[src/hdl/rv_pkg.sv]
package rv_pkg;

    localparam int XLEN   = 64;  // Data width
    localparam int ILEN   = 32;  // Instruction width
    localparam int MEM_AW = 10;  // Doubleword address bits, 1024 words

    // Major opcodes of the supported subset
    typedef enum logic [6:0] {
        LUI     = 7'b0110111,
        OP_IMM  = 7'b0010011,  // ADDI
        OP      = 7'b0110011,  // ADD
        LOAD    = 7'b0000011,  // LD
        STORE   = 7'b0100011,  // SD
        BRANCH  = 7'b1100011,  // BEQ
        SYSTEM  = 7'b1110011,  // MRET
        ILLEGAL = 7'b0000000
    } opcode_e;

    // Core execute states
    typedef enum logic [1:0] {
        EXEC,
        LOAD_WAIT,
        STORE_WAIT,
        TRAP
    } exec_state_e;

    // Unknown encodings fold to ILLEGAL
    function automatic opcode_e get_opcode(input logic [ILEN-1:0] ins);
        case (ins[6:0])
            LUI, OP_IMM, OP, LOAD, STORE, BRANCH, SYSTEM: return opcode_e'(ins[6:0]);
            default: return ILLEGAL;
        endcase
    endfunction

    function automatic logic [4:0] get_rd(input logic [ILEN-1:0] ins);
        return ins[11:7];
    endfunction

    function automatic logic [4:0] get_rs1(input logic [ILEN-1:0] ins);
        return ins[19:15];
    endfunction

    function automatic logic [4:0] get_rs2(input logic [ILEN-1:0] ins);
        return ins[24:20];
    endfunction

    // Sign-extended immediates
    function automatic logic [XLEN-1:0] imm_i(input logic [ILEN-1:0] ins);
        return {{(XLEN-12){ins[31]}}, ins[31:20]};
    endfunction

    function automatic logic [XLEN-1:0] imm_s(input logic [ILEN-1:0] ins);
        return {{(XLEN-12){ins[31]}}, ins[31:25], ins[11:7]};
    endfunction

    function automatic logic [XLEN-1:0] imm_b(input logic [ILEN-1:0] ins);
        return {{(XLEN-13){ins[31]}}, ins[31], ins[7], ins[30:25], ins[11:8], 1'b0};
    endfunction

    function automatic logic [XLEN-1:0] imm_u(input logic [ILEN-1:0] ins);
        return {{(XLEN-32){ins[31]}}, ins[31:12], 12'b0};
    endfunction

endpackage
[src/hdl/bus_if.sv]
interface bus_if;
    import rv_pkg::*;

    logic            req;     // Held until gnt
    logic            we;
    logic [XLEN-1:0] addr;    // Byte address
    logic [XLEN-1:0] wdata;
    logic            gnt;     // Transfer cycle
    logic            rvalid;  // One cycle after a read grant
    logic [XLEN-1:0] rdata;

    modport master (
        output req, we, addr, wdata,
        input  gnt, rvalid, rdata
    );

    modport slave (
        input  req, we, addr, wdata,
        output gnt, rvalid, rdata
    );

endinterface

[src/hdl/bus_arbiter.sv]
module bus_arbiter #(
    parameter int MEM_WORDS = 1024
) (
    input  logic                      clk,
    input  logic                      reset,
    bus_if.slave                      ld_port,   // Loader, highest priority
    bus_if.slave                      d_port,    // Core load/store
    bus_if.slave                      f_port,    // Fetch, lowest
    output logic                      mem_en,
    output logic                      mem_we,
    output logic [rv_pkg::MEM_AW-1:0] mem_addr,
    output logic [rv_pkg::XLEN-1:0]   mem_wdata,
    input  logic [rv_pkg::XLEN-1:0]   mem_rdata
);
    import rv_pkg::*;

    localparam int IDX_W = $clog2(MEM_WORDS);  // Word index bits actually used

    logic [XLEN-1:0] sel_addr;
    logic [2:0]      rd_owner;  // One-hot, {fetch, data, loader}

    // Fixed priority grants
    assign ld_port.gnt = ld_port.req;
    assign d_port.gnt  = d_port.req && !ld_port.req;
    assign f_port.gnt  = f_port.req && !ld_port.req && !d_port.req;

    always_comb begin
        mem_en    = 1'b1;
        mem_we    = 1'b0;
        sel_addr  = '0;
        mem_wdata = '0;
        if (ld_port.req) begin
            mem_we    = ld_port.we;
            sel_addr  = ld_port.addr;
            mem_wdata = ld_port.wdata;
        end else if (d_port.req) begin
            mem_we    = d_port.we;
            sel_addr  = d_port.addr;
            mem_wdata = d_port.wdata;
        end else if (f_port.req) begin
            sel_addr  = f_port.addr;   // Fetch only reads
            mem_wdata = f_port.wdata;
            mem_we    = f_port.we;
        end else begin
            mem_en = 1'b0;             // Idle
        end
    end

    // Byte to doubleword address
    assign mem_addr = MEM_AW'(sel_addr[3 +: IDX_W]);

    // Remember who owns the read in flight
    always_ff @(posedge clk or negedge reset) begin
        if (!reset)
            rd_owner <= 3'b000;
        else
            rd_owner <= {f_port.gnt && !f_port.we,
                         d_port.gnt && !d_port.we,
                         ld_port.gnt && !ld_port.we};
    end

    assign ld_port.rvalid = rd_owner[0];
    assign d_port.rvalid  = rd_owner[1];
    assign f_port.rvalid  = rd_owner[2];

    // Data fans out, rvalid picks the owner
    assign ld_port.rdata = mem_rdata;
    assign d_port.rdata  = mem_rdata;
    assign f_port.rdata  = mem_rdata;

endmodule

[src/flat_wrapper.sv]
// flat-port wrapper written by rule: the top's interface ports become plain ports
module bus_arbiter_flat import rv_pkg::*;
#(
    parameter int MEM_WORDS = 1024
)
  (clk, reset, mem_en, mem_we, mem_addr, mem_wdata, mem_rdata, ld_port_req, ld_port_we, ld_port_addr, ld_port_wdata, ld_port_gnt, ld_port_rvalid, ld_port_rdata, d_port_req, d_port_we, d_port_addr, d_port_wdata, d_port_gnt, d_port_rvalid, d_port_rdata, f_port_req, f_port_we, f_port_addr, f_port_wdata, f_port_gnt, f_port_rvalid, f_port_rdata);
  bus_if ld_port_i ();
  bus_if d_port_i ();
  bus_if f_port_i ();
  input  logic clk;
  input  logic reset;
  output logic mem_en;
  output logic mem_we;
  output logic [rv_pkg::MEM_AW-1:0] mem_addr;
  output logic [rv_pkg::XLEN-1:0] mem_wdata;
  input  logic [rv_pkg::XLEN-1:0] mem_rdata;
  input wire logic [$bits(ld_port_i.req)-1:0] ld_port_req;
  input wire logic [$bits(ld_port_i.we)-1:0] ld_port_we;
  input wire logic [$bits(ld_port_i.addr)-1:0] ld_port_addr;
  input wire logic [$bits(ld_port_i.wdata)-1:0] ld_port_wdata;
  output wire logic [$bits(ld_port_i.gnt)-1:0] ld_port_gnt;
  output wire logic [$bits(ld_port_i.rvalid)-1:0] ld_port_rvalid;
  output wire logic [$bits(ld_port_i.rdata)-1:0] ld_port_rdata;
  input wire logic [$bits(d_port_i.req)-1:0] d_port_req;
  input wire logic [$bits(d_port_i.we)-1:0] d_port_we;
  input wire logic [$bits(d_port_i.addr)-1:0] d_port_addr;
  input wire logic [$bits(d_port_i.wdata)-1:0] d_port_wdata;
  output wire logic [$bits(d_port_i.gnt)-1:0] d_port_gnt;
  output wire logic [$bits(d_port_i.rvalid)-1:0] d_port_rvalid;
  output wire logic [$bits(d_port_i.rdata)-1:0] d_port_rdata;
  input wire logic [$bits(f_port_i.req)-1:0] f_port_req;
  input wire logic [$bits(f_port_i.we)-1:0] f_port_we;
  input wire logic [$bits(f_port_i.addr)-1:0] f_port_addr;
  input wire logic [$bits(f_port_i.wdata)-1:0] f_port_wdata;
  output wire logic [$bits(f_port_i.gnt)-1:0] f_port_gnt;
  output wire logic [$bits(f_port_i.rvalid)-1:0] f_port_rvalid;
  output wire logic [$bits(f_port_i.rdata)-1:0] f_port_rdata;
  assign ld_port_i.req = ld_port_req;
  assign ld_port_i.we = ld_port_we;
  assign ld_port_i.addr = ld_port_addr;
  assign ld_port_i.wdata = ld_port_wdata;
  assign ld_port_gnt = ld_port_i.gnt;
  assign ld_port_rvalid = ld_port_i.rvalid;
  assign ld_port_rdata = ld_port_i.rdata;
  assign d_port_i.req = d_port_req;
  assign d_port_i.we = d_port_we;
  assign d_port_i.addr = d_port_addr;
  assign d_port_i.wdata = d_port_wdata;
  assign d_port_gnt = d_port_i.gnt;
  assign d_port_rvalid = d_port_i.rvalid;
  assign d_port_rdata = d_port_i.rdata;
  assign f_port_i.req = f_port_req;
  assign f_port_i.we = f_port_we;
  assign f_port_i.addr = f_port_addr;
  assign f_port_i.wdata = f_port_wdata;
  assign f_port_gnt = f_port_i.gnt;
  assign f_port_rvalid = f_port_i.rvalid;
  assign f_port_rdata = f_port_i.rdata;
  bus_arbiter #(.MEM_WORDS(MEM_WORDS)) u_core (.clk(clk), .reset(reset), .ld_port(ld_port_i), .d_port(d_port_i), .f_port(f_port_i), .mem_en(mem_en), .mem_we(mem_we), .mem_addr(mem_addr), .mem_wdata(mem_wdata), .mem_rdata(mem_rdata));
endmodule
[config.mk]
export PLATFORM = sky130hd
export DESIGN_NAME = bus_arbiter_flat
export DESIGN_NICKNAME = d
export VERILOG_FILES = /design/src/hdl/rv_pkg.sv /design/src/hdl/bus_if.sv /design/src/hdl/bus_arbiter.sv /design/src/flat_wrapper.sv
export SDC_FILE = /design/constraint.sdc
export NUM_CORES = 1
export LEC_CHECK = 0
export ABC_AREA = 1
export ABC_CLOCK_PERIOD_IN_PS = 1300
export BUFFER_PORTS_ARGS = -buffer_cell sky130_fd_sc_hd__buf_2
export CORE_AREA = 8 8 275 277
export CTS_CLUSTER_DIAMETER = 40
export DETAILED_ROUTE_END_ITERATION = 10
export DIE_AREA = 0 0 283 285
export HOLD_SLACK_MARGIN = 0.08
export SLEW_MARGIN = 20
export SYNTH_ARGS = -nofsm -noshare
export SYNTH_HDL_FRONTEND = slang
export SYNTH_SLANG_ARGS = --single-unit
[constraint.sdc]
create_clock -name clk -period 1.3 [get_ports clk]
set_input_delay 0.26 -clock clk [delete_from_list [all_inputs] [get_ports clk]]
set_output_delay 0.26 -clock clk [all_outputs]
set_load 0.02 [all_outputs]
==> flow_summary_export.csv, run 1 <==
group,metric,value,unit
clock_tree,clockBufferDepth,2,
pwr,power_density,465,nW/µm²
drt,drt-initial-drc-count,159,
timing,max_slew_margin,0.810,
drt,vias,5025,
pwr,peakVddDrop,0.448,mV
drt,drc,0,
grt,track_usage,0.0958,
run_status,status,"finished with violations",
layout,drive_above_1_share,0.677,
synthesis,synth_most_common_cell,"nand2_1",
pwr,finalPower,3.58,mW
die,placement_rows,98,
grt,antenna_found_initial,12,
timing,holdWs,0.215,ns
layout,syn_to_final_growth,108,%
clock_tree,cts_buffers,3,
min_path,hold_path.startpoint,"f_port_we",
die,dieArea,80700,µm²
drt,avgRoutedWirePerCell,23.2,µm
min_path,hold_end,"u_core.rd_owner[2]$_DFF_PN0_",
timing,slew_viol_final,0,
synthesis,async_reset_ff_frac,1.00,
synthesis,synth_commonest_cells,"nand2_1, buf_4, nand3_1",
layout,post-route-util,0.108,
synthesis,ys_types,12,
synthesis,ys_seq_elements,3,
timing,setup_ws,-0.250,ns
timing,rsz0062_at_grt,"true",
synthesis,synth_area,3710,µm²
run_status,violations,"negative setup slack",
synthesis,synth-edff-count,0,
worst_setup_path,critPathKind,"in -> out",
synthesis,synth_area_leaders,"buf_4, nand2_1, nand3_1, inv_1, buf_2",
timing,setup_viol,78,
clock_tree,path_clk_slew,0.03,ns
placement,hpwl,34800,µm
grt,grt_max_degree,26,
synthesis,syn_inst,699,
layout,largest_registers,"u_core.rd_owner (3)",
layout,postLayoutCellArea,7690,µm²
worst_setup_path,critPathCaptureType,"primary output",
clock_tree,h-tree-depth,1,
drt,routed_via_density,2.76,
flow_run,drv_cap,0,
synthesis,synth_top_area_frac,0.397,
worst_setup_path,required,1.04,ns
placement,gp_congestion,0.821,
die,initial_core_util,0.0522,
worst_setup_path,worstPathCellList,"buf_16, nor2_4, buf_12, buf_12, buf_12, nand3_2, nand2_2, buf_6",
synthesis,syn_avg_cell_area,5.30,µm²
worst_setup_path,critical_path.max_stage_delay,0.18,ns
timing,tightestPinTransition,0.286,ns
worst_setup_path,crit_fanout,8,
worst_setup_path,crit_top_cell,"buf_12",
min_path,hold_class,"in -> reg",
clock_tree,cts_tree,"done",
die,ios,730,
worst_setup_path,start_kind,"input port",
die,die_y,285,µm
layout,max_flop_register,"u_core.rd_owner",
worst_setup_path,arrival,1.29,ns
worst_setup_path,slowest_stage,"nor2_4",
synthesis,synth_top_area_cell,"buf_4",
drt,postRouteAntennaNets,0,
min_path,hold_path_depth,2,
placement,dpl-instance-area,5460,µm²
timing,min_period,1.55,ns
grt,overflow,0,
grt,grt_pass1_vias,5344,
die,core,71000,µm²
layout,largest_register_ffs,3,
pwr,power_leakage,3.64,nW
die,die_width,283,µm
clock_tree,cts-root-buf,"clkbuf_16",
layout,fin_nets,1323,
placement,port_buffers,311,
drt,wl,42100,µm
grt,grt_pass1_wl,52000,µm
timing,fin_crit_sh,1.19,
synthesis,yosysWarnings,0,
timing,finalHoldViolations,0,
synthesis,seq_area_frac_synth,0.0202,
drt,drtPass1Iterations,5,
synthesis,synth_nets,1155,
timing,fmax,0.645,GHz
synthesis,synth-main-ff-cell,"dfrtp_1",
clock_tree,cts_sinks,3,
## report_power, final
| part | switching [mW] | internal, mW | leakage [nW] | total, mW |
|---|---|---|---|---|
| logic | 1.62 | 1.37 | 3.57 | 2.98 |
| registers | 0.000787 | 0.0975 | 0.0401 | 0.0983 |
| clock network | 0.0927 | 0.405 | 0.0382 | 0.498 |
| total | 1.71 | 1.87 | 3.64 | 3.58 |
## timing repair
item	4_1_cts	5_1_grt
cloned	8	3
endpoints found under the hold margin	3	0
setup buffers	24	11
resized for setup	305	138
endpoints found under the setup margin	78	78
hold buffers	1	0
pin swaps	31	42
## metrics by stage
step | setup slack (ns) | TNS (ns) | cells
4_1_cts | -0.279 | -15.44 | 1804
5_1_grt | -0.320 | -18.35 | 1818
2_1_floorplan | 0.0590 | 0 | 699
6_report | -0.250 | -13.84 | 1819
3_3_place_gp | -0.609 | -35.63 | 1769
3_5_place_dp | -0.614 | -35.84 | 1769
## layer usage
| metal | vias to the layer above | GRT usage | wire length [µm] |
|---|---|---|---|
| met3 | 115 | 0.0441 | 4690 |
| li1 | 2287 | - | - |
| met2 | 466 | 0.130 | 15700 |
| met5 | - | 0 | 23 |
| met4 | 4 | 0.0325 | 1690 |
| met1 | 2153 | 0.131 | 20000 |
## worst max-delay path by stage
stage,from,end,slack [ns],cells past startpoint
floorplan,d_port_req,mem_we,0.06,6
global placement,d_port_req,mem_wdata[29],-0.61,7
detailed placement,d_port_req,mem_wdata[29],-0.61,7
CTS,d_port_req,mem_wdata[35],-0.28,8
global route,d_port_req,mem_wdata[23],-0.32,8
finish,d_port_req,mem_wdata[23],-0.25,8
## final cells by class
type / count / area (µm²)
fillers: 8233 / 63300
clock buffers: 4 / 78.8
well taps: 950 / 1190
inverters: 78 / 349
diodes: 3 / 7.51
multi-input cells: 384 / 2450
flip-flops and latches: 3 / 75.1
repair buffers: 397 / 3540
## cell usage in the layout (no fill, tap or decap), types with 18 or more instances in the layout
cell type / count
buf_12: 47
buf_2: 231
buf_4: 23
buf_6: 78
inv_1: 45
inv_2: 21
nand2_1: 149
nand2_2: 57
nand2_4: 21
nand3_1: 76
nand3_2: 54
nand3_4: 18
## critical path: cells and delay by family
family	cells	cell delay [ns]
buffers and inverters	5	0.64
AND/OR/NAND/NOR	3	0.34
## cells by family after synthesis
family                 synth area share
buffers and inverters             0.539
DFF                              0.0202
and+or+nand+nor                   0.441
(Power assumes the default switching activity.)
==> run 2: changes to the inputs <==
- CELL_PAD_IN_SITES_DETAIL_PLACEMENT: unset -> 2
- CELL_PAD_IN_SITES_GLOBAL_PLACEMENT: unset -> 2
- CORE_AREA: 8 8 275 277 -> 8 8 276 278
- DIE_AREA: 0 0 283 285 -> 0 0 284 286
- GPL_TIMING_DRIVEN: unset -> 0
- PLACE_DENSITY_LB_ADDON: unset -> 0.1
==> run 2 against run 1 <==
The flow still finishes with violations (negative setup slack). Clock power decreased by 3%. Power is 19% higher. Count of clock-buffer cells in the layout stayed put. Critical path depth is 1 higher. Largest power group unchanged. Highest routed layer unchanged.
==> flow_summary_export.csv, run 2 (same netlist as run 1, synthesis figures left out) <==
group,metric,value,unit
clock_tree,cts_sinks,3,
die,core,72100,µm²
layout,largest_registers,"u_core.rd_owner (3)",
placement,gp_congestion,0.673,
drt,avgRoutedWirePerCell,18.7,µm
drt,postRouteAntennaNets,0,
worst_setup_path,worstPathCellList,"buf_16, nor2_4, buf_4, buf_12, buf_12, buf_8, nand3_2, nand2_1, buf_6",
worst_setup_path,critPathKind,"in -> out",
run_status,status,"finished with violations",
grt,antenna_found_initial,22,
die,dieArea,81200,µm²
placement,port_buffers,502,
grt,use_met1,0.108,
worst_setup_path,crit_fanout,5,
drt,vias,6305,
drt,routed_via_density,2.85,
pwr,power_density,446,nW/µm²
worst_setup_path,required,1.04,ns
timing,fmax,0.650,GHz
grt,gr-usage-met2,0.169,
layout,max_flop_register,"u_core.rd_owner",
pwr,power_leakage,5.19,nW
worst_setup_path,crit_top_cell,"buf_12",
drt,drc,0,
layout,fin_nets,1698,
placement,dpl-instance-area,7420,µm²
clock_tree,clockBufferDepth,2,
run_status,violations,"negative setup slack",
worst_setup_path,arrival,1.28,ns
timing,slew_viol_final,0,
die,ios,730,
worst_setup_path,start_kind,"input port",
grt,grt_pass1_vias,7146,
flow_run,drv_cap,0,
drt,drt-initial-drc-count,113,
worst_setup_path,slowest_stage,"buf_12",
die,die_width,284,µm
timing,fin_crit_sh,1.18,
layout,largest_register_ffs,3,
timing,rsz0062_at_grt,"true",
layout,final_common_cell,"buf_2",
clock_tree,h-tree-depth,1,
die,initial_core_util,0.0514,
timing,setup_viol,78,
drt,drtPass1Iterations,4,
pwr,peakVddDrop,0.361,mV
die,die_y,286,µm
worst_setup_path,critical_path.max_stage_delay,0.14,ns
timing,final.setup.tns,-13.27,ns
worst_setup_path,critPathCaptureType,"primary output",
layout,drive_above_1_share,0.730,
timing,tightestPinTransition,0.253,ns
clock_tree,cts_buffers,3,
grt,gr-usage-met3,0.0408,
layout,postLayoutCellArea,9580,µm²
die,placement_rows,99,
grt,overflow,0,
layout,syn_to_final_growth,158,%
timing,holdWs,0.207,ns
layout,layout_common_cells,"buf_2, buf_4, nand2_1",
grt,grt_max_degree,11,
grt,track_usage,0.0942,
min_path,hold_class,"in -> reg",
timing,finalHoldViolations,0,
grt,grt.busiest_layer,"met2",
drt,wl,41300,µm
timing,max_slew_margin,0.832,
clock_tree,cts-root-buf,"clkbuf_16",
placement,hpwl,35100,µm
clock_tree,cts_tree,"done",
timing,min_period,1.54,ns
timing,setup_ws,-0.239,ns
clock_tree,path_clk_slew,0.03,ns
grt,grt_pass1_wl,56200,µm
run 2: changes by cell type in the layout (fill, tap and decap cells not counted), sizes merged:
cell    before  now
buf        393  762
diode        3   11
clkbuf       7   11
inv         77   79
bufbuf       0    1
clkinv       1    0
run 2: metrics by stage:
stage | cells | power (mW) | util | worst slack [ns]
after detailed placement | 2160 | 3.06 | 0.103 | -0.938
final | 2211 | 4.27 | 0.133 | -0.239
after global routing | 2204 | 4.62 | 0.133 | -0.293
after floorplan | 699 | 1.77 | - | 0.0590
after CTS | 2195 | 4.29 | 0.127 | -0.311
after global placement | 2160 | 3.06 | 0.103 | -0.946
run 2: cell type report:
type	count	area, µm²
timing repair inverter	1	8.76
fill	8757	62500
tap	959	1200
buffer	234	2060
multi-input combinational	384	2210
antenna	11	27.5
sequential	3	75.1
inverter	78	312
timing repair buffer	537	3610
clock buffer	4	78.8
run 2: metal layers:
metal  wire [µm]  vias to the layer above
met3        4050                       24
met4         111                       20
li1            -                     3045
met1       16400                     2913
met5         121                        -
met2       20600                      303
run 2: path summary, 6_finish.rpt:
path                       startpoint                      endpoint  slack [ns]  cells after the start
max in group asynchronous       reset  u_core.rd_owner[1]$_DFF_PN0_        0.77                      2
min                         f_port_we  u_core.rd_owner[2]$_DFF_PN0_        0.21                      2
min in group asynchronous       reset  u_core.rd_owner[0]$_DFF_PN0_        0.41                      2
max                        d_port_req                 mem_wdata[58]       -0.24                      9
run 2: what timing repair did:
item	CTS	global route
setup endpoints to repair	78	78
gates cloned	11	4
pin swaps	39	40
setup buffers	19	6
endpoints found under the hold margin	3	0
hold buffers	1	0
gates resized for setup	333	101
run 2: worst max-delay path, delay by kind of cell:
family	cells	cell delay [ns]
buffers and inverters	6	0.73
and+or+nand+nor	3	0.26
run 2: where the power goes:
group          internal, mW  total (mW)  switching [mW]
sequential           0.0976      0.0985        0.000915
clock                 0.404       0.484          0.0800
combinational          1.77        3.69            1.92
==> run 3: changes to the inputs <==
- ABC_CLOCK_PERIOD_IN_PS: 1300 -> 2000
- SKIP_CTS_REPAIR_TIMING: unset -> 1
- clock period: 1.3 -> 2 ns (I/O delays scaled with it)
==> run 3 against run 2 <==
The run now ends clean. Worst setup slack improved by 0.34 ns. Power is 46% lower. Critical path depth did not move. Critical path type unchanged. Global-route usage is 0.46 points lower. Routed wire length down 4.1%. Sequential power decreased by 35%. Die area did not move. Final area decreased by 18%. Via count shrank 3.0%. Count of clock-buffer cells in the layout is the same.
==> flow_summary_export.csv, run 3 (same netlist as run 1, synthesis figures left out) <==
group,metric,value,unit
run_status,status,"completed",
pwr,power_density,295,nW/µm²
worst_setup_path,path_delay_family,"buffers and inverters",
placement,port_buffers,502,
die,placement_rows,99,
pwr,finalPower,2.31,mW
layout,fin_nets,1669,
grt,grt_pass1_vias,6981,
worst_setup_path,startpoint,"f_port_req",
drt,postRouteAntennaNets,0,
grt,overflow,0,
worst_setup_path,critical_path.max_stage_delay,0.18,ns
worst_setup_path,required,1.60,ns
layout,max_flop_register,"u_core.rd_owner",
drt,routed_via_density,2.80,
layout,layout_common_cells,"buf_2, nand2_1, buf_4",
timing,fmax,0.528,GHz
worst_setup_path,worstPathCellList,"clkbuf_4, inv_1, nor2_4, buf_4, buf_12, buf_12, nand3_1, nand2_1, buf_2",
grt,track_usage,0.0896,
layout,post-route-util,0.109,
layout,largest_register_ffs,3,
die,initial_core_util,0.0514,
timing,min_period,1.90,ns
die,core,72100,µm²
drt,avgRoutedWirePerCell,18.2,µm
worst_setup_path,crit_fanout,10,
timing,fin_crit_sh,0.948,
die,die_width,284,µm
grt,grt_pass1_wl,53600,µm
pwr,peakVddDrop,0.215,mV
clock_tree,cts_sinks,3,
layout,drive_above_1_share,0.620,
layout,regArea,75.1,µm²
layout,largest_registers,"u_core.rd_owner (3)",
drt,drtPass1Iterations,4,
worst_setup_path,start_kind,"input port",
pwr,power_leakage,4.67,nW
flow_run,drv_cap,0,
layout,final_common_cell,"buf_2",
placement,hpwl,34900,µm
min_path,hold_path.startpoint,"ld_port_we",
clock_tree,cts_tree,"done",
drt,drt-initial-drc-count,87,
worst_setup_path,crit_top_cell,"buf_12",
clock_tree,cts_buffers,3,
grt,grt_max_degree,11,
clock_tree,h-tree-depth,1,
die,ios,730,
layout,syn_to_final_growth,111,%
clock_tree,cts-root-buf,"clkbuf_16",
worst_setup_path,critPathCaptureType,"primary output",
timing,setup_viol,0,
drt,drc,0,
timing,tightestPinTransition,0.283,ns
worst_setup_path,critPathKind,"in -> out",
timing,rsz0062_at_grt,"true",
layout,multi_input_area,1650,µm²
placement,gp_congestion,0.696,
min_path,hold_class,"in -> reg",
drt,vias,6115,
drt,wl,39600,µm
timing,max_slew_margin,0.812,
worst_setup_path,slowest_stage,"buf_2",
clock_tree,path_clk_slew,0.03,ns
worst_setup_path,arrival,1.50,ns
worst_setup_path,crit_buf_inv,6,
clock_tree,clockBufferDepth,2,
grt,antenna_found_initial,27,
timing,finalHoldViolations,0,
die,die_y,286,µm
die,dieArea,81200,µm²
layout,fill_cells,8878,
timing,slew_viol_final,0,
## run 3: cell types whose count changed in the layout (fill, tap and decap cells not counted), sizes merged
| cell | before | now |
|---|---|---|
| buf | 762 | 732 |
| bufbuf | 1 | 0 |
| clkbuf | 11 | 13 |
| clkinv | 0 | 1 |
| inv | 79 | 78 |
## run 3: metrics by stage
step	setup WS [ns]	std cells	instance area [µm²]	hold slack (ns)	setup TNS, ns
final	0.105	2182	7830	0.347	0
after global routing	-0.0433	2176	7820	0.358	-0.243
after CTS	-0.534	2164	7500	-0.0246	-32.60
after detailed placement	-0.527	2160	7420	0.211	-32.21
after global placement	-0.535	2160	7420	0.204	-31.93
after floorplan	0.396	699	3710	0.104	0
## run 3: area by class of cell
cell class                      count  share of cell area
Antenna cell                       11             0.00351
Buffer                            234               0.239
Clock buffer                        4              0.0101
Inverter                           78              0.0390
Multi-Input combinational cell    384               0.211
Sequential cell                     3             0.00959
Tap cell                          959               0.153
Timing Repair Buffer              508               0.334
Timing Repair inverter              1             0.00112
## run 3: final timing paths
check / end / cells past startpoint
setup / recovery: mem_wdata[28] / 9
hold / removal: u_core.rd_owner[0]$_DFF_PN0_ / 2
max in group asynchronous: u_core.rd_owner[0]$_DFF_PN0_ / 2
min in group asynchronous: u_core.rd_owner[1]$_DFF_PN0_ / 2
## run 3: where the power goes
group	internal (mW)	total [mW]	switching (mW)
clock	0.263	0.315	0.0523
sequential	0.0634	0.0640	0.000570
combinational	0.825	1.93	1.11
## run 3: layer usage
layer | global-route usage | share of wire | vias up | wire (µm)
met1 | 0.0997 | 0.40 | 2798 | 15900
met5 | 0 | 0.0033 | - | 130
met3 | 0.0397 | 0.093 | 24 | 3700
li1 | - | - | 2981 | -
met4 | 0.00483 | 0.0027 | 20 | 107
met2 | 0.164 | 0.50 | 292 | 19800
