**config.mk**
```make
export PLATFORM = sky130hd
export DESIGN_NAME = fetch_unit_flat
export DESIGN_NICKNAME = d
export VERILOG_FILES = /design/src/hdl/rv_pkg.sv /design/src/hdl/bus_if.sv /design/src/hdl/fetch_unit.sv /design/src/flat_wrapper.sv
export SDC_FILE = /design/constraint.sdc
export NUM_CORES = 1
export LEC_CHECK = 0
export BUFFER_PORTS_ARGS = -buffer_cell sky130_fd_sc_hd__buf_2
export CORE_MARGIN = 2
export CORE_UTILIZATION = 47
export DETAILED_ROUTE_END_ITERATION = 10
export PLACE_DENSITY = 0.77
export SLEW_MARGIN = 30
export SYNTH_ARGS = -nofsm -noshare
export SYNTH_HDL_FRONTEND = slang
export SYNTH_SLANG_ARGS = --single-unit
```
**constraint.sdc**
```tcl
create_clock -name clk -period 7.87 [get_ports clk]
set_clock_uncertainty 0.05 [all_clocks]
set_input_delay 1.574 -clock clk [delete_from_list [all_inputs] [get_ports clk]]
set_output_delay 1.574 -clock clk [all_outputs]
set_load 0.005 [all_outputs]
```
**src/hdl/rv_pkg.sv**
```systemverilog
package rv_pkg;

    localparam int XLEN   = 64;  // Data width
    localparam int ILEN   = 32;  // Instruction width
    localparam int MEM_AW = 10;  // Doubleword address bits, 1024 words

    // Major opcodes of the supported subset
    typedef enum logic [6:0] {
        LUI     = 7'b0110111,
        OP_IMM  = 7'b0010011,  // ADDI
        OP      = 7'b0110011,  // ADD
        LOAD    = 7'b0000011,  // LD
        STORE   = 7'b0100011,  // SD
        BRANCH  = 7'b1100011,  // BEQ
        SYSTEM  = 7'b1110011,  // MRET
        ILLEGAL = 7'b0000000
    } opcode_e;

    // Core execute states
    typedef enum logic [1:0] {
        EXEC,
        LOAD_WAIT,
        STORE_WAIT,
        TRAP
    } exec_state_e;

    // Unknown encodings fold to ILLEGAL
    function automatic opcode_e get_opcode(input logic [ILEN-1:0] ins);
        case (ins[6:0])
            LUI, OP_IMM, OP, LOAD, STORE, BRANCH, SYSTEM: return opcode_e'(ins[6:0]);
            default: return ILLEGAL;
        endcase
    endfunction

    function automatic logic [4:0] get_rd(input logic [ILEN-1:0] ins);
        return ins[11:7];
    endfunction

    function automatic logic [4:0] get_rs1(input logic [ILEN-1:0] ins);
        return ins[19:15];
    endfunction

    function automatic logic [4:0] get_rs2(input logic [ILEN-1:0] ins);
        return ins[24:20];
    endfunction

    // Sign-extended immediates
    function automatic logic [XLEN-1:0] imm_i(input logic [ILEN-1:0] ins);
        return {{(XLEN-12){ins[31]}}, ins[31:20]};
    endfunction

    function automatic logic [XLEN-1:0] imm_s(input logic [ILEN-1:0] ins);
        return {{(XLEN-12){ins[31]}}, ins[31:25], ins[11:7]};
    endfunction

    function automatic logic [XLEN-1:0] imm_b(input logic [ILEN-1:0] ins);
        return {{(XLEN-13){ins[31]}}, ins[31], ins[7], ins[30:25], ins[11:8], 1'b0};
    endfunction

    function automatic logic [XLEN-1:0] imm_u(input logic [ILEN-1:0] ins);
        return {{(XLEN-32){ins[31]}}, ins[31:12], 12'b0};
    endfunction

endpackage
```
**src/hdl/bus_if.sv**
```systemverilog
interface bus_if;
    import rv_pkg::*;

    logic            req;     // Held until gnt
    logic            we;
    logic [XLEN-1:0] addr;    // Byte address
    logic [XLEN-1:0] wdata;
    logic            gnt;     // Transfer cycle
    logic            rvalid;  // One cycle after a read grant
    logic [XLEN-1:0] rdata;

    modport master (
        output req, we, addr, wdata,
        input  gnt, rvalid, rdata
    );

    modport slave (
        input  req, we, addr, wdata,
        output gnt, rvalid, rdata
    );

endinterface

```
**src/hdl/fetch_unit.sv**
```systemverilog
module fetch_unit #(
    parameter logic [rv_pkg::XLEN-1:0] RESET_PC = 44
) (
    input  logic                    clk,
    input  logic                    reset,
    input  logic                    run,
    input  logic                    redirect,
    input  logic [rv_pkg::XLEN-1:0] redirect_pc,
    output logic                    instr_valid,
    output logic [rv_pkg::ILEN-1:0] instr,
    output logic [rv_pkg::XLEN-1:0] instr_pc,
    input  logic                    instr_taken,
    bus_if.master                   bus
);
    import rv_pkg::*;

    logic [XLEN-1:0] fetch_pc;   // Next pc to request
    logic [XLEN-1:0] start_pc;
    logic [XLEN-1:0] req_pc;     // Pc of the held request
    logic [XLEN-1:0] pend_pc;    // Pc of the granted read
    logic [XLEN-1:0] buf_pc;
    logic [ILEN-1:0] buf_instr;
    logic            req_q;
    logic            pend_q;     // Read granted, data next cycle
    logic            stale_q;    // Outstanding read belongs to the old path
    logic            buf_valid;
    logic            start;
    logic            fill;

    assign start_pc = redirect ? redirect_pc : fetch_pc;
    // New request only once the buffer is free by the time data returns
    assign start = run && !req_q && !pend_q && (!buf_valid || instr_taken || redirect);
    assign fill  = pend_q && bus.rvalid && !stale_q && !redirect;  // Redirect drops it

    always_ff @(posedge clk or negedge reset) begin
        if (!reset) begin
            fetch_pc  <= RESET_PC;
            req_q     <= 1'b0;
            pend_q    <= 1'b0;
            stale_q   <= 1'b0;
            buf_valid <= 1'b0;
        end else begin
            if (start) begin
                req_q    <= 1'b1;
                fetch_pc <= start_pc + 4;
            end else begin
                if (redirect)
                    fetch_pc <= redirect_pc;
                if (req_q && bus.gnt)
                    req_q <= 1'b0;
            end
            pend_q <= req_q && bus.gnt;
            if (pend_q && bus.rvalid)
                stale_q <= 1'b0;
            if (redirect && req_q)
                stale_q <= 1'b1;   // Held request now wrong path
            if (fill)
                buf_valid <= 1'b1;
            else if (instr_taken || redirect)
                buf_valid <= 1'b0;
        end
    end

    always_ff @(posedge clk) begin
        if (start)
            req_pc <= start_pc;
        if (req_q && bus.gnt)
            pend_pc <= req_pc;
        if (fill) begin
            buf_pc    <= pend_pc;
            // Pc bit 2 picks the upper instruction
            buf_instr <= pend_pc[2] ? bus.rdata[XLEN-1:ILEN] : bus.rdata[ILEN-1:0];
        end
    end

    assign bus.req   = req_q;
    assign bus.we    = 1'b0;
    assign bus.addr  = req_pc;
    assign bus.wdata = '0;

    assign instr_valid = buf_valid;
    assign instr       = buf_instr;
    assign instr_pc    = buf_pc;

endmodule

```
**src/flat_wrapper.sv**
```systemverilog
// flat-port wrapper written by rule: the top's interface ports become plain ports
module fetch_unit_flat import rv_pkg::*;
#(
    parameter logic [rv_pkg::XLEN-1:0] RESET_PC = 44
)
  (clk, reset, run, redirect, redirect_pc, instr_valid, instr, instr_pc, instr_taken, bus_req, bus_we, bus_addr, bus_wdata, bus_gnt, bus_rvalid, bus_rdata);
  bus_if bus_i ();
  input  logic clk;
  input  logic reset;
  input  logic run;
  input  logic redirect;
  input  logic [rv_pkg::XLEN-1:0] redirect_pc;
  output logic instr_valid;
  output logic [rv_pkg::ILEN-1:0] instr;
  output logic [rv_pkg::XLEN-1:0] instr_pc;
  input  logic instr_taken;
  output wire logic [$bits(bus_i.req)-1:0] bus_req;
  output wire logic [$bits(bus_i.we)-1:0] bus_we;
  output wire logic [$bits(bus_i.addr)-1:0] bus_addr;
  output wire logic [$bits(bus_i.wdata)-1:0] bus_wdata;
  input wire logic [$bits(bus_i.gnt)-1:0] bus_gnt;
  input wire logic [$bits(bus_i.rvalid)-1:0] bus_rvalid;
  input wire logic [$bits(bus_i.rdata)-1:0] bus_rdata;
  assign bus_req = bus_i.req;
  assign bus_we = bus_i.we;
  assign bus_addr = bus_i.addr;
  assign bus_wdata = bus_i.wdata;
  assign bus_i.gnt = bus_gnt;
  assign bus_i.rvalid = bus_rvalid;
  assign bus_i.rdata = bus_rdata;
  fetch_unit #(.RESET_PC(RESET_PC)) u_core (.clk(clk), .reset(reset), .run(run), .redirect(redirect), .redirect_pc(redirect_pc), .instr_valid(instr_valid), .instr(instr), .instr_pc(instr_pc), .instr_taken(instr_taken), .bus(bus_i));
endmodule
```
==> results_dict.tcl, run 1 <==
set metrics [dict create \
    outcome "complete, no violations" \
    worst_hold_path.num_cells 0 \
    placement_rows 58 \
    post_cts_resized 0 \
    routedWlPerCell_um 19.9 \
    antenna_found_initial 10 \
    route.detailed.drc 0 \
    postSynth.topFlopCell "sky130_fd_sc_hd__edfxtp_1" \
    synthesis.yosys.warnings 0 \
    timing.rr.end "u_core.fetch_pc[37]" \
    layout-drive-gt1-share_pct 38.2 \
    layout-area-overhead-vs-synth_pct 23.0 \
    path_buf_inv 3 \
    total_leakage_power_nw 5.96 \
    ys_seq_elements 292 \
    wire_length_of_the_first_global_routing_pass_um 42200 \
    boundary_pins 362 \
    cts.repair_timing.setup_buffer_count 0 \
    dr.pass1.iters 5 \
    synth.top_cells.by_count "sky130_fd_sc_hd__edfxtp_1, sky130_fd_sc_hd__mux2_2, sky130_fd_sc_hd__buf_4, sky130_fd_sc_hd__dfrtp_1, sky130_fd_sc_hd__xnor2_1" \
    final_period_utilization_pct 59.1 \
    vias_in_the_first_global_route 7351 \
    worst-endpoint-required_ps 8270 \
    worst-slew-pin-transition_ps 951 \
    synth_top_area_share_pct 55.5 \
    post-route-min-period_ps 4650 \
    synth_enable_flop_cells 224 \
    ys_top_cells_by_area "sky130_fd_sc_hd__edfxtp_1, sky130_fd_sc_hd__dfrtp_1, sky130_fd_sc_hd__mux2_2" \
    port-buffer-count 296 \
    yosys.cell_count.top_type "sky130_fd_sc_hd__edfxtp_1" \
    yosysSeqAreaShare_pct 69.5 \
    critical_path.top_delay_family "simple AND/OR/NAND/NOR gates" \
    crit_fanout 88 \
    timing.setup.tns_ps 0 \
    grt-ovfl-total 0 \
    synth.cell_area_um2 12100 \
    postSynth.asyncResetShare_pct 23.3 \
    hp-class "flop to flop" \
    total_global_routing_track_utilization_pct 20.8 \
    timing.critical_path.mode_cell "sky130_fd_sc_hd__buf_4" \
    worstPathCellList "buf_4 > nor3b_1 > or2_2 > inv_2 > buf_4 > nand4_2 > nor4_1 > nand4_1 > xnor2_1" \
    routed_wirelength_um 29500 \
    synthCells 805 \
    die_area_um2 27100 \
    insertion_delay_ps 560 \
    power_per_cell_area_nw_per_um2 259 \
    die_width_um 165 \
    finalNetCount 1251 \
    fmax_mhz 215 \
    synth_cell_types 50 \
    critical_path.slowest_cell "sky130_fd_sc_hd__buf_4" \
    dp_hpwl_um 21200 \
    tritoncts "done" \
    worst_setup_path_start_kind "input pin" \
    worst_ir_drop_vdd_v 0.000173 \
    final.hold.worst_slack_ps 366 \
    drtIter0Drc 582 \
    grt_start_max_net_pins 89 \
    hp-start "u_core.pend_pc[5]" \
    clock_tree.root_cell "sky130_fd_sc_hd__clkbuf_16" \
    clockBufferDepth 3 \
    yosys.area.top_type "sky130_fd_sc_hd__edfxtp_1" \
    postSynthAreaPerCell_um2 15.1 \
    cts_hold_buffers 0 \
    timing.critical_path.to_type "flop" \
    unrepaired_setup_endpoints_after_global_routing "no" \
    number_of_buffers_created_by_cts 30 \
    clock_slew_at_the_register_clock_pins_of_the_worst_setup_and_hold_paths_ps 70 \
    critical_path_arrival_ps 5050 \
    htree_num_levels 1 \
    core_area_um2 25300 \
    final_max_slew_viol_count 0 \
    gpl.final_weighted_congestion 0.872 \
    setup_viol 0 \
    ant_nets 0 \
    crit_path_max_incr_delay_ps 700 \
    report.final.hold_viol_count 0 \
    fillerInstances 1980 \
    max_cap_viol_count 0 \
    ff2ff_setup_slack_ps 4290 \
    maxSlewHeadroom_pct 36.6 \
    die_y_um 165 \
    ff2ff_path_depth 8 \
    initial_utilization_pct 48.0 \
    dr_total_vias 7641 \
    min_delay_worst_endpoint "u_core.instr_pc[5]" \
    cp.depth 9 \
    criticalPathCategory "input pin to flop" \
    via_per_inst 5.17 \
    worst_setup_sp "redirect" \
    timing.rr.start "u_core.bus.req" \
    clock_sinks 292 \
]
## worst reg2reg max path, stage by stage, from the launching register on
cell                      delay [ps]
sky130_fd_sc_hd__dfrtp_1         430
sky130_fd_sc_hd__or3b_2          540
sky130_fd_sc_hd__or2_2           380
sky130_fd_sc_hd__inv_2            80
sky130_fd_sc_hd__buf_4           700
sky130_fd_sc_hd__nand4_2         310
sky130_fd_sc_hd__nor4_1          630
sky130_fd_sc_hd__nand4_1         200
sky130_fd_sc_hd__xnor2_1         160
## through the flow
stage	instance area [um^2]	power (mW)	setup WS [ps]	utilization (%)	instances
3_3_place_gp	13700	2.25	2810	54.3	1413
6_report	14900	3.87	3220	59.0	1479
2_1_floorplan	12400	2.12	887	-	869
3_5_place_dp	13700	2.26	2710	54.3	1413
5_1_grt	14900	4.00	2870	59.0	1476
4_1_cts	14900	3.90	3280	58.9	1469
## power by group
part / switching, mW / internal (mW)
combinational: 0.208 / 0.140
clock: 0.596 / 1.04
sequential: 0.0606 / 1.83
## per-layer routing
metal  GRT usage [%]  up-vias  part of all wire, %  routed length, um
met4            6.92        0                  2.8                835
met5               0        -                    0                  0
met3            4.45       50                  8.5               2520
met1            25.1     3705                   37              10900
li1                -     3495                    -                  -
met2            37.3      391                   52              15200
## how the worst max path moves through the flow
stage                                to  slack (ps)
floorplan            u_core.instr_valid         890
global placement    u_core.fetch_pc[37]        2810
global route        u_core.fetch_pc[37]        2870
detailed placement  u_core.fetch_pc[37]        2710
finish              u_core.fetch_pc[37]        3220
CTS                 u_core.fetch_pc[37]        3280
## placed cells by master, fill, tap and decap left out, types with 6 or more instances in the layout
master                        n
sky130_fd_sc_hd__a21o_1       6
sky130_fd_sc_hd__a21oi_1      7
sky130_fd_sc_hd__a22oi_1      6
sky130_fd_sc_hd__buf_2      294
sky130_fd_sc_hd__buf_4        6
sky130_fd_sc_hd__bufinv_16   10
sky130_fd_sc_hd__clkbuf_16   30
sky130_fd_sc_hd__clkinv_2     6
sky130_fd_sc_hd__conb_1      65
sky130_fd_sc_hd__dfrtp_1     65
sky130_fd_sc_hd__diode_2     10
sky130_fd_sc_hd__edfxtp_1   224
sky130_fd_sc_hd__inv_1       23
sky130_fd_sc_hd__mux2_2      67
sky130_fd_sc_hd__mux2i_1     21
sky130_fd_sc_hd__nand2_1     45
sky130_fd_sc_hd__nand3_1     45
sky130_fd_sc_hd__nand3b_1    15
sky130_fd_sc_hd__nand4_1     24
sky130_fd_sc_hd__nand4b_1    11
sky130_fd_sc_hd__nor2_1      15
sky130_fd_sc_hd__nor2b_1      6
sky130_fd_sc_hd__nor3_1       6
sky130_fd_sc_hd__o21ai_0      9
sky130_fd_sc_hd__xnor2_1     50
sky130_fd_sc_hd__xor2_1      11
## registers in the layout (all words and copies together) (netlist names)
register,count
u_core.stale_q,1
u_core.bus.req,1
u_core.instr_valid,1
u_core.pend_q,1
u_core.fetch_pc,64
u_core.pend_pc,64
u_core.instr_pc,64
u_core.bus.addr,64
u_core.instr,32
## cell families (layout without fill, tap and decap cells)
group | count (synthesis) | count (layout) | synth area share (%)
AO/OA/AOI/OAI | 47 | 47 | 2.74
XOR/XNOR | 61 | 61 | 4.41
adder cells (fa/ha/maj) | 1 | 1 | 0.103
buffers and inverters | 111 | 381 | 5.62
flip-flops | 292 | 292 | 69.5
multiplexers | 88 | 88 | 7.96
other | 1 | 75 | 0.0309
AND/OR/NAND/NOR | 204 | 204 | 9.59
## final cells by class
cell class | instances | area (um^2) | share of cell area (%)
inverter | 24 | 90.1 | 0.604
sequential | 292 | 8430 | 56.6
multi-input combinational | 466 | 3260 | 21.9
clock inverter | 24 | 387 | 2.59
tap | 330 | 413 | 2.77
clock buffer | 32 | 768 | 5.15
antenna | 10 | 25.0 | 0.168
timing repair buffer | 301 | 1530 | 10.2
(Power assumes the default switching activity.)
==> inputs of run 2 (changes only) <==
--- a/config.mk
+++ b/config.mk
@@ -5,9 +5,10 @@
 export SDC_FILE = /design/constraint.sdc
 export NUM_CORES = 1
 export LEC_CHECK = 0
+export ABC_AREA = 1
 export BUFFER_PORTS_ARGS = -buffer_cell sky130_fd_sc_hd__buf_2
 export CORE_MARGIN = 2
-export CORE_UTILIZATION = 47
+export CORE_UTILIZATION = 48
 export DETAILED_ROUTE_END_ITERATION = 10
 export PLACE_DENSITY = 0.77
 export SLEW_MARGIN = 30
==> constraint.sdc (replaced) <==
create_clock -name clk -period 4.26 [get_ports clk]
set_clock_uncertainty 0.05 [all_clocks]
set_input_delay 0.852 -clock clk [delete_from_list [all_inputs] [get_ports clk]]
set_output_delay 0.852 -clock clk [all_outputs]
set_load 0.005 [all_outputs]
==> run 2 against run 1 <==
Compared with the run above:
- power rose by 86%
- design area rose by 6.0%
- register-to-register slack got worse by 2300 ps
- critical path depth rose by 5
- sequential share of layout area fell by 3.2 points
- wire length rose by 17%
- worst setup slack got worse by 1800 ps
- core utilization barely moved
- clock-buffer cell count rose by 4
- first-iteration DRC count rose by 10%
- via count rose by 19%
- critical path type unchanged
- critical endpoint is now u_core.fetch_pc[60]
- largest cell class unchanged
- largest power group unchanged
- highest routed layer unchanged
==> results_dict.tcl, run 2 <==
set metrics [dict create \
    outcome "complete, no violations" \
    cts.repair_timing.setup_buffer_count 0 \
    worst_ir_drop_vdd_v 0.000325 \
    routedWlPerCell_um 18.6 \
    grt_start_max_net_pins 69 \
    final_cell_mix "sky130_fd_sc_hd__nand2_1, sky130_fd_sc_hd__buf_2, sky130_fd_sc_hd__edfxtp_1" \
    yosys.cell_count.top_type "sky130_fd_sc_hd__nand2_1" \
    timing.rr.start "u_core.bus.req" \
    number_of_buffers_created_by_cts 30 \
    synth-simple-area-share_pct 20.6 \
    gpl.final_weighted_congestion 0.927 \
    routed_wirelength_um 34500 \
    synth_adder_area_share_pct 0.0961 \
    placement_rows 60 \
    yosysSeqAreaShare_pct 64.8 \
    combinational_family_with_the_most_area_after_synthesis "simple AND/OR/NAND/NOR gates" \
    max_cap_viol_count 0 \
    initial_utilization_pct 48.6 \
    cts_hold_buffers 0 \
    power.switching_mw 1.67 \
    p_sw_share_pct 23.2 \
    finalNetCount 1625 \
    synth.top_cells.by_count "sky130_fd_sc_hd__nand2_1, sky130_fd_sc_hd__edfxtp_1, sky130_fd_sc_hd__nor2_1, sky130_fd_sc_hd__inv_1, sky130_fd_sc_hd__buf_4" \
    criticalPathCategory "input pin to flop" \
    postSynth.topFlopCell "sky130_fd_sc_hd__edfxtp_1" \
    power_per_cell_area_nw_per_um2 454 \
    fmax_mhz 347 \
    combPwrFrac_pct 9.9 \
    total_global_routing_track_utilization_pct 24.1 \
    synth_top_area_share_pct 51.7 \
    synth_mux_area_share_pct 2.77 \
    die_area_um2 28500 \
    ys_top_cells_by_area "sky130_fd_sc_hd__edfxtp_1, sky130_fd_sc_hd__dfrtp_1, sky130_fd_sc_hd__nand2_1" \
    grt-ovfl-total 0 \
    post-route-min-period_ps 2880 \
    boundary_pins 362 \
    clock_tree.root_cell "sky130_fd_sc_hd__clkbuf_16" \
    post_synthesis_share_of_cell_area_spent_on_xor_and_xnor_gates_pct 2.02 \
    final_max_slew_viol_count 0 \
    synthCells 1171 \
    ff2ff_setup_slack_ps 2040 \
    drtIter0Drc 641 \
    die_y_um 169 \
    setup_viol 0 \
    core_area_um2 26800 \
    final_common_cell "sky130_fd_sc_hd__nand2_1" \
    via_per_inst 4.88 \
    worst-slew-pin-transition_ps 846 \
    crit_fanout 29 \
    dp.cells 1798 \
    synthesis.yosys.warnings 0 \
    timing.setup.tns_ps 0 \
    layout-area-overhead-vs-synth_pct 21.4 \
    timing.critical_path.to_type "flop" \
    report.final.hold_viol_count 0 \
    postSynthAreaPerCell_um2 11.1 \
    dr_total_vias 9057 \
    dp_hpwl_um 26900 \
    postSynth.asyncResetShare_pct 23.3 \
    synth.cell_area_um2 13000 \
    final.hold.worst_slack_ps 335 \
    hp-class "input pin to async pin" \
    unrepaired_setup_endpoints_after_global_routing "no" \
    route.detailed.drc 0 \
    yosys.area.top_type "sky130_fd_sc_hd__edfxtp_1" \
    worst_setup_sp "redirect" \
    power.share.sequential_pct 48.0 \
    antenna_found_initial 2 \
    insertion_delay_ps 550 \
    die_width_um 169 \
    post_cts_resized 0 \
    tritoncts "done" \
    total_leakage_power_nw 6.77 \
    final_period_utilization_pct 67.7 \
    synth_cell_types 42 \
    dr.pass1.iters 7 \
    htree_num_levels 1 \
    synth_enable_flop_cells 224 \
    vias_in_the_first_global_route 9034 \
    port-buffer-count 296 \
    wire_length_of_the_first_global_routing_pass_um 51800 \
    ant_nets 0 \
    internal_power_mw 5.51 \
    clock_power_share_pct 42.2 \
    clock_slew_at_the_register_clock_pins_of_the_worst_setup_and_hold_paths_ps 70 \
    maxSlewHeadroom_pct 43.4 \
    worst_setup_path_start_kind "input pin" \
    worst-endpoint-required_ps 4650 \
    post_layout_cell_count 1855 \
    clockBufferDepth 3 \
    critical_path_arrival_ps 3270 \
    clock_sinks 292 \
    ys_seq_elements 292 \
    layout-drive-gt1-share_pct 32.8 \
    compound_gate_fraction_of_synth_area_pct 1.82 \
]
## run 2: cell count changes after synthesis, moves of 25 or more
cell                      change
sky130_fd_sc_hd__nor2_1      +92
sky130_fd_sc_hd__mux2_2      -35
sky130_fd_sc_hd__inv_1       +53
sky130_fd_sc_hd__nor2_2      +25
sky130_fd_sc_hd__nand2_2     +26
sky130_fd_sc_hd__xnor2_1     -37
sky130_fd_sc_hd__nand2_1    +317
## run 2: layout make-up
cell class	count	area, um^2
fillers	2287	11000
flip-flops and latches	292	8430
multi-input cells	767	3810
repair buffers	310	1640
clock buffers	36	815
well taps	341	427
clock inverters	20	350
inverters	88	333
diodes	1	2.50
## run 2: final timing paths
kind | to | cells after the start
setup / recovery | u_core.fetch_pc[60] | 14
hold / removal | u_core.fetch_pc[62] | 2
setup reg to reg | u_core.fetch_pc[44] | 8
hold reg to reg | u_core.instr_pc[57] | 0
max in group asynchronous | u_core.fetch_pc[39] | 2
min in group clk | u_core.instr_pc[57] | 0
## run 2: stage by stage
| step | area (um^2) | utilization (%) | power [mW] | setup slack, ps |
|---|---|---|---|---|
| after floorplan | 13300 | - | 3.92 | 13.9 |
| after global placement | 14600 | 54.6 | 4.20 | 838 |
| after detailed placement | 14600 | 54.6 | 4.21 | 809 |
| after CTS | 15800 | 59.0 | 7.23 | 1380 |
| after global routing | 15800 | 59.0 | 7.43 | 1030 |
| final | 15800 | 59.0 | 7.17 | 1380 |
## run 2: cells by family after synthesis
kind of cell    after synthesis
simple gates                603
flops                       292
buf+inv                     176
compound gates               36
mux                          32
xor+xnor                     30
fa+ha+maj                     1
other cells                   1
## run 2: worst max-delay path, cell delays in order
cell,delay (ps)
sky130_fd_sc_hd__buf_2,280
sky130_fd_sc_hd__inv_4,250
sky130_fd_sc_hd__buf_4,360
sky130_fd_sc_hd__nand2_1,100
sky130_fd_sc_hd__nand2_1,240
sky130_fd_sc_hd__nand2_1,130
sky130_fd_sc_hd__nor2_1,290
sky130_fd_sc_hd__nand2_1,90
sky130_fd_sc_hd__nor2_1,160
sky130_fd_sc_hd__inv_1,130
sky130_fd_sc_hd__nor2_1,190
sky130_fd_sc_hd__nand2_1,70
sky130_fd_sc_hd__nand2_1,60
sky130_fd_sc_hd__nand2_1,50
## run 2: power groups by stage
stage | logic (mW) | clock network (mW) | registers [mW]
after floorplan | 0.441 | 0 | 3.48
after global placement | 0.702 | 0 | 3.49
after detailed placement | 0.713 | 0 | 3.50
after CTS | 0.717 | 3.07 | 3.44
after global routing | 0.788 | 3.18 | 3.46
final | 0.708 | 3.03 | 3.44
## run 2: routing by layer
layer,global-route usage (%),wire length (um),vias up
li1,-,-,4363
met1,30.2,13500,4296
met2,44.3,18100,348
met3,3.39,2120,50
met4,5.66,756,0
met5,0,0,-
==> inputs of run 3 (changes only) <==
==> constraint.sdc (replaced) <==
create_clock -name clk -period 2.6 [get_ports clk]
set_clock_uncertainty 0.05 [all_clocks]
set_input_delay 0.52 -clock clk [delete_from_list [all_inputs] [get_ports clk]]
set_output_delay 0.52 -clock clk [all_outputs]
set_load 0.005 [all_outputs]
==> run 3 against run 2 <==
Compared with the run above:
- register-to-register slack worse by 1600 ps
- design area is 3.5% higher
- sequential share of layout area down 1.8 points
- core utilization up 2.0 points
- sequential power is 64% higher
- global-route usage grew 0.51 points
==> results_dict.tcl, run 3 (synthesized netlist as in run 2, its figures left out) <==
set metrics [dict create \
    outcome "complete, no violations" \
    grt_start_max_net_pins 73 \
    route.detailed.drc 0 \
    routedWlPerCell_um 18.4 \
    insertion_delay_ps 560 \
    critical_path.slowest_cell "sky130_fd_sc_hd__buf_2" \
    groute.layer.met3.usage_pct 3.88 \
    routed_wirelength_um 35900 \
    fillerInstances 2273 \
    globalRouteMet2Util_pct 44.7 \
    crit_fanout 43 \
    dp_hpwl_um 27600 \
    unrepaired_setup_endpoints_after_global_routing "no" \
    wire_length_of_the_first_global_routing_pass_um 52700 \
    vias_in_the_first_global_route 9391 \
    total_leakage_power_nw 7.16 \
    via_per_inst 4.89 \
    post-route-min-period_ps 2180 \
    clock_slew_at_the_register_clock_pins_of_the_worst_setup_and_hold_paths_ps 60 \
    boundary_pins 362 \
    setup_viol 0 \
    timing.critical_path.to_type "flop" \
    dp.cells 1887 \
    initial_utilization_pct 48.6 \
    clock_sinks 292 \
    worstPathCellList "buf_2 > buf_12 > buf_4 > nand2_1 > o21ai_2 > nand2_1 > nor2_2 > buf_4 > nand2_1 > inv_2 > nand3_2 > o21ai_1 > nand2_1" \
    die_width_um 169 \
    layout-area-overhead-vs-synth_pct 25.6 \
    report.final.hold_viol_count 0 \
    critical_path_arrival_ps 2560 \
    clockBufferDepth 3 \
    timing.critical_path.mode_cell "sky130_fd_sc_hd__nand2_1" \
    clock_tree.root_cell "sky130_fd_sc_hd__clkbuf_16" \
    gpl.final_weighted_congestion 0.931 \
    crit_path_max_incr_delay_ps 310 \
    final-seq-area_um2 8430 \
    fmax_mhz 458 \
    power_per_cell_area_nw_per_um2 685 \
    post_layout_cell_count 1948 \
    final_cell_mix "sky130_fd_sc_hd__nand2_1, sky130_fd_sc_hd__buf_2, sky130_fd_sc_hd__edfxtp_1" \
    htree_num_levels 1 \
    multi_input_comb_area_um2 3810 \
    criticalPathCategory "input pin to flop" \
    total_global_routing_track_utilization_pct 24.6 \
    final_common_cell "sky130_fd_sc_hd__nand2_1" \
    placement_rows 60 \
    ant_nets 0 \
    tritoncts "done" \
    max_cap_viol_count 0 \
    hp-class "input pin to flop" \
    number_of_buffers_created_by_cts 30 \
    globalRouteMet1Util_pct 29.8 \
    worst_setup_path_start_kind "input pin" \
    drtIter0Drc 555 \
    core_area_um2 26800 \
    worst-slew-pin-transition_ps 525 \
    port-buffer-count 296 \
    worst_ir_drop_vdd_v 0.000422 \
    grt-ovfl-total 0 \
    maxSlewHeadroom_pct 65.0 \
    dr_total_vias 9531 \
    global_route.peak_usage_layer "met2" \
    die_y_um 169 \
    layout-drive-gt1-share_pct 36.1 \
    finalNetCount 1715 \
    setup_slack_at_placement_ps -114 \
    postLayoutSetupSlackWorst_ps 418 \
    die_area_um2 28500 \
    final_period_utilization_pct 83.9 \
    worst-endpoint-required_ps 2980 \
    final_max_slew_viol_count 0 \
    dr.pass1.iters 5 \
    cts.repair_timing.setup_buffer_count 0 \
    antenna_found_initial 4 \
]
-- run 3: power by group --
part | switching (mW) | internal, mW | total [mW]
clock | 1.78 | 2.50 | 4.28
combinational | 0.808 | 0.489 | 1.30
sequential | 0.137 | 5.50 | 5.63
total | 2.72 | 8.49 | 11.2
-- run 3: through the flow --
step / utilization (%) / total power, mW / TNS [ps] / instance area (um^2) / hold slack [ps]
3_5_place_dp: 57.3 / 7.03 / -1060 / 15300 / 355
4_1_cts: 61.0 / 11.3 / 0 / 16300 / 114
5_1_grt: 61.0 / 11.6 / 0 / 16400 / 126
6_report: 61.0 / 11.2 / 0 / 16400 / 143
3_3_place_gp: 57.3 / 7.00 / -526 / 15300 / 351
2_1_floorplan: - / 6.43 / -120400 / 13300 / 174
-- run 3: worst paths after layout --
path                                     from                   to  slack [ps]  cells after the start
setup / recovery                     redirect  u_core.fetch_pc[48]         420                     13
hold / removal                        bus_gnt       u_core.bus.req         140                      2
setup reg to reg           u_core.fetch_pc[3]  u_core.fetch_pc[46]         460                     10
hold reg to reg            u_core.pend_pc[63]  u_core.instr_pc[63]         360                      0
max in group asynchronous               reset   u_core.fetch_pc[3]        1340                      3
min in group asynchronous               reset  u_core.fetch_pc[52]         410                      2
-- run 3: cell type report --
class,instances,share of cell area (%)
flip-flops and latches,292,51.6
diodes,4,0.0612
repair buffers,400,14.4
clock buffers,45,5.30
clock inverters,11,0.765
well taps,341,2.61
inverters,88,2.04
multi-input cells,767,23.3
-- run 3: critical path, delay by kind of cell --
| kind | cells | cell delay [ps] |
|---|---|---|
| and+or+nand+nor | 6 | 750 |
| buffers and inverters | 5 | 990 |
| AOI/OAI and AO/OA | 2 | 280 |
-- run 3: repair_timing --
action | 4_1_cts | 5_1_grt
gates resized for setup | 0 | 0
endpoints found under the setup margin | 0 | 0
hold endpoints to repair | 14 | 0
hold buffers | 1 | 0
-- run 3: routing by layer --
layer  wire, um  up-vias
met5          0        -
met4       1060        0
met3       1930       65
met2      18700      342
met1      14200     4569
li1           -     4555
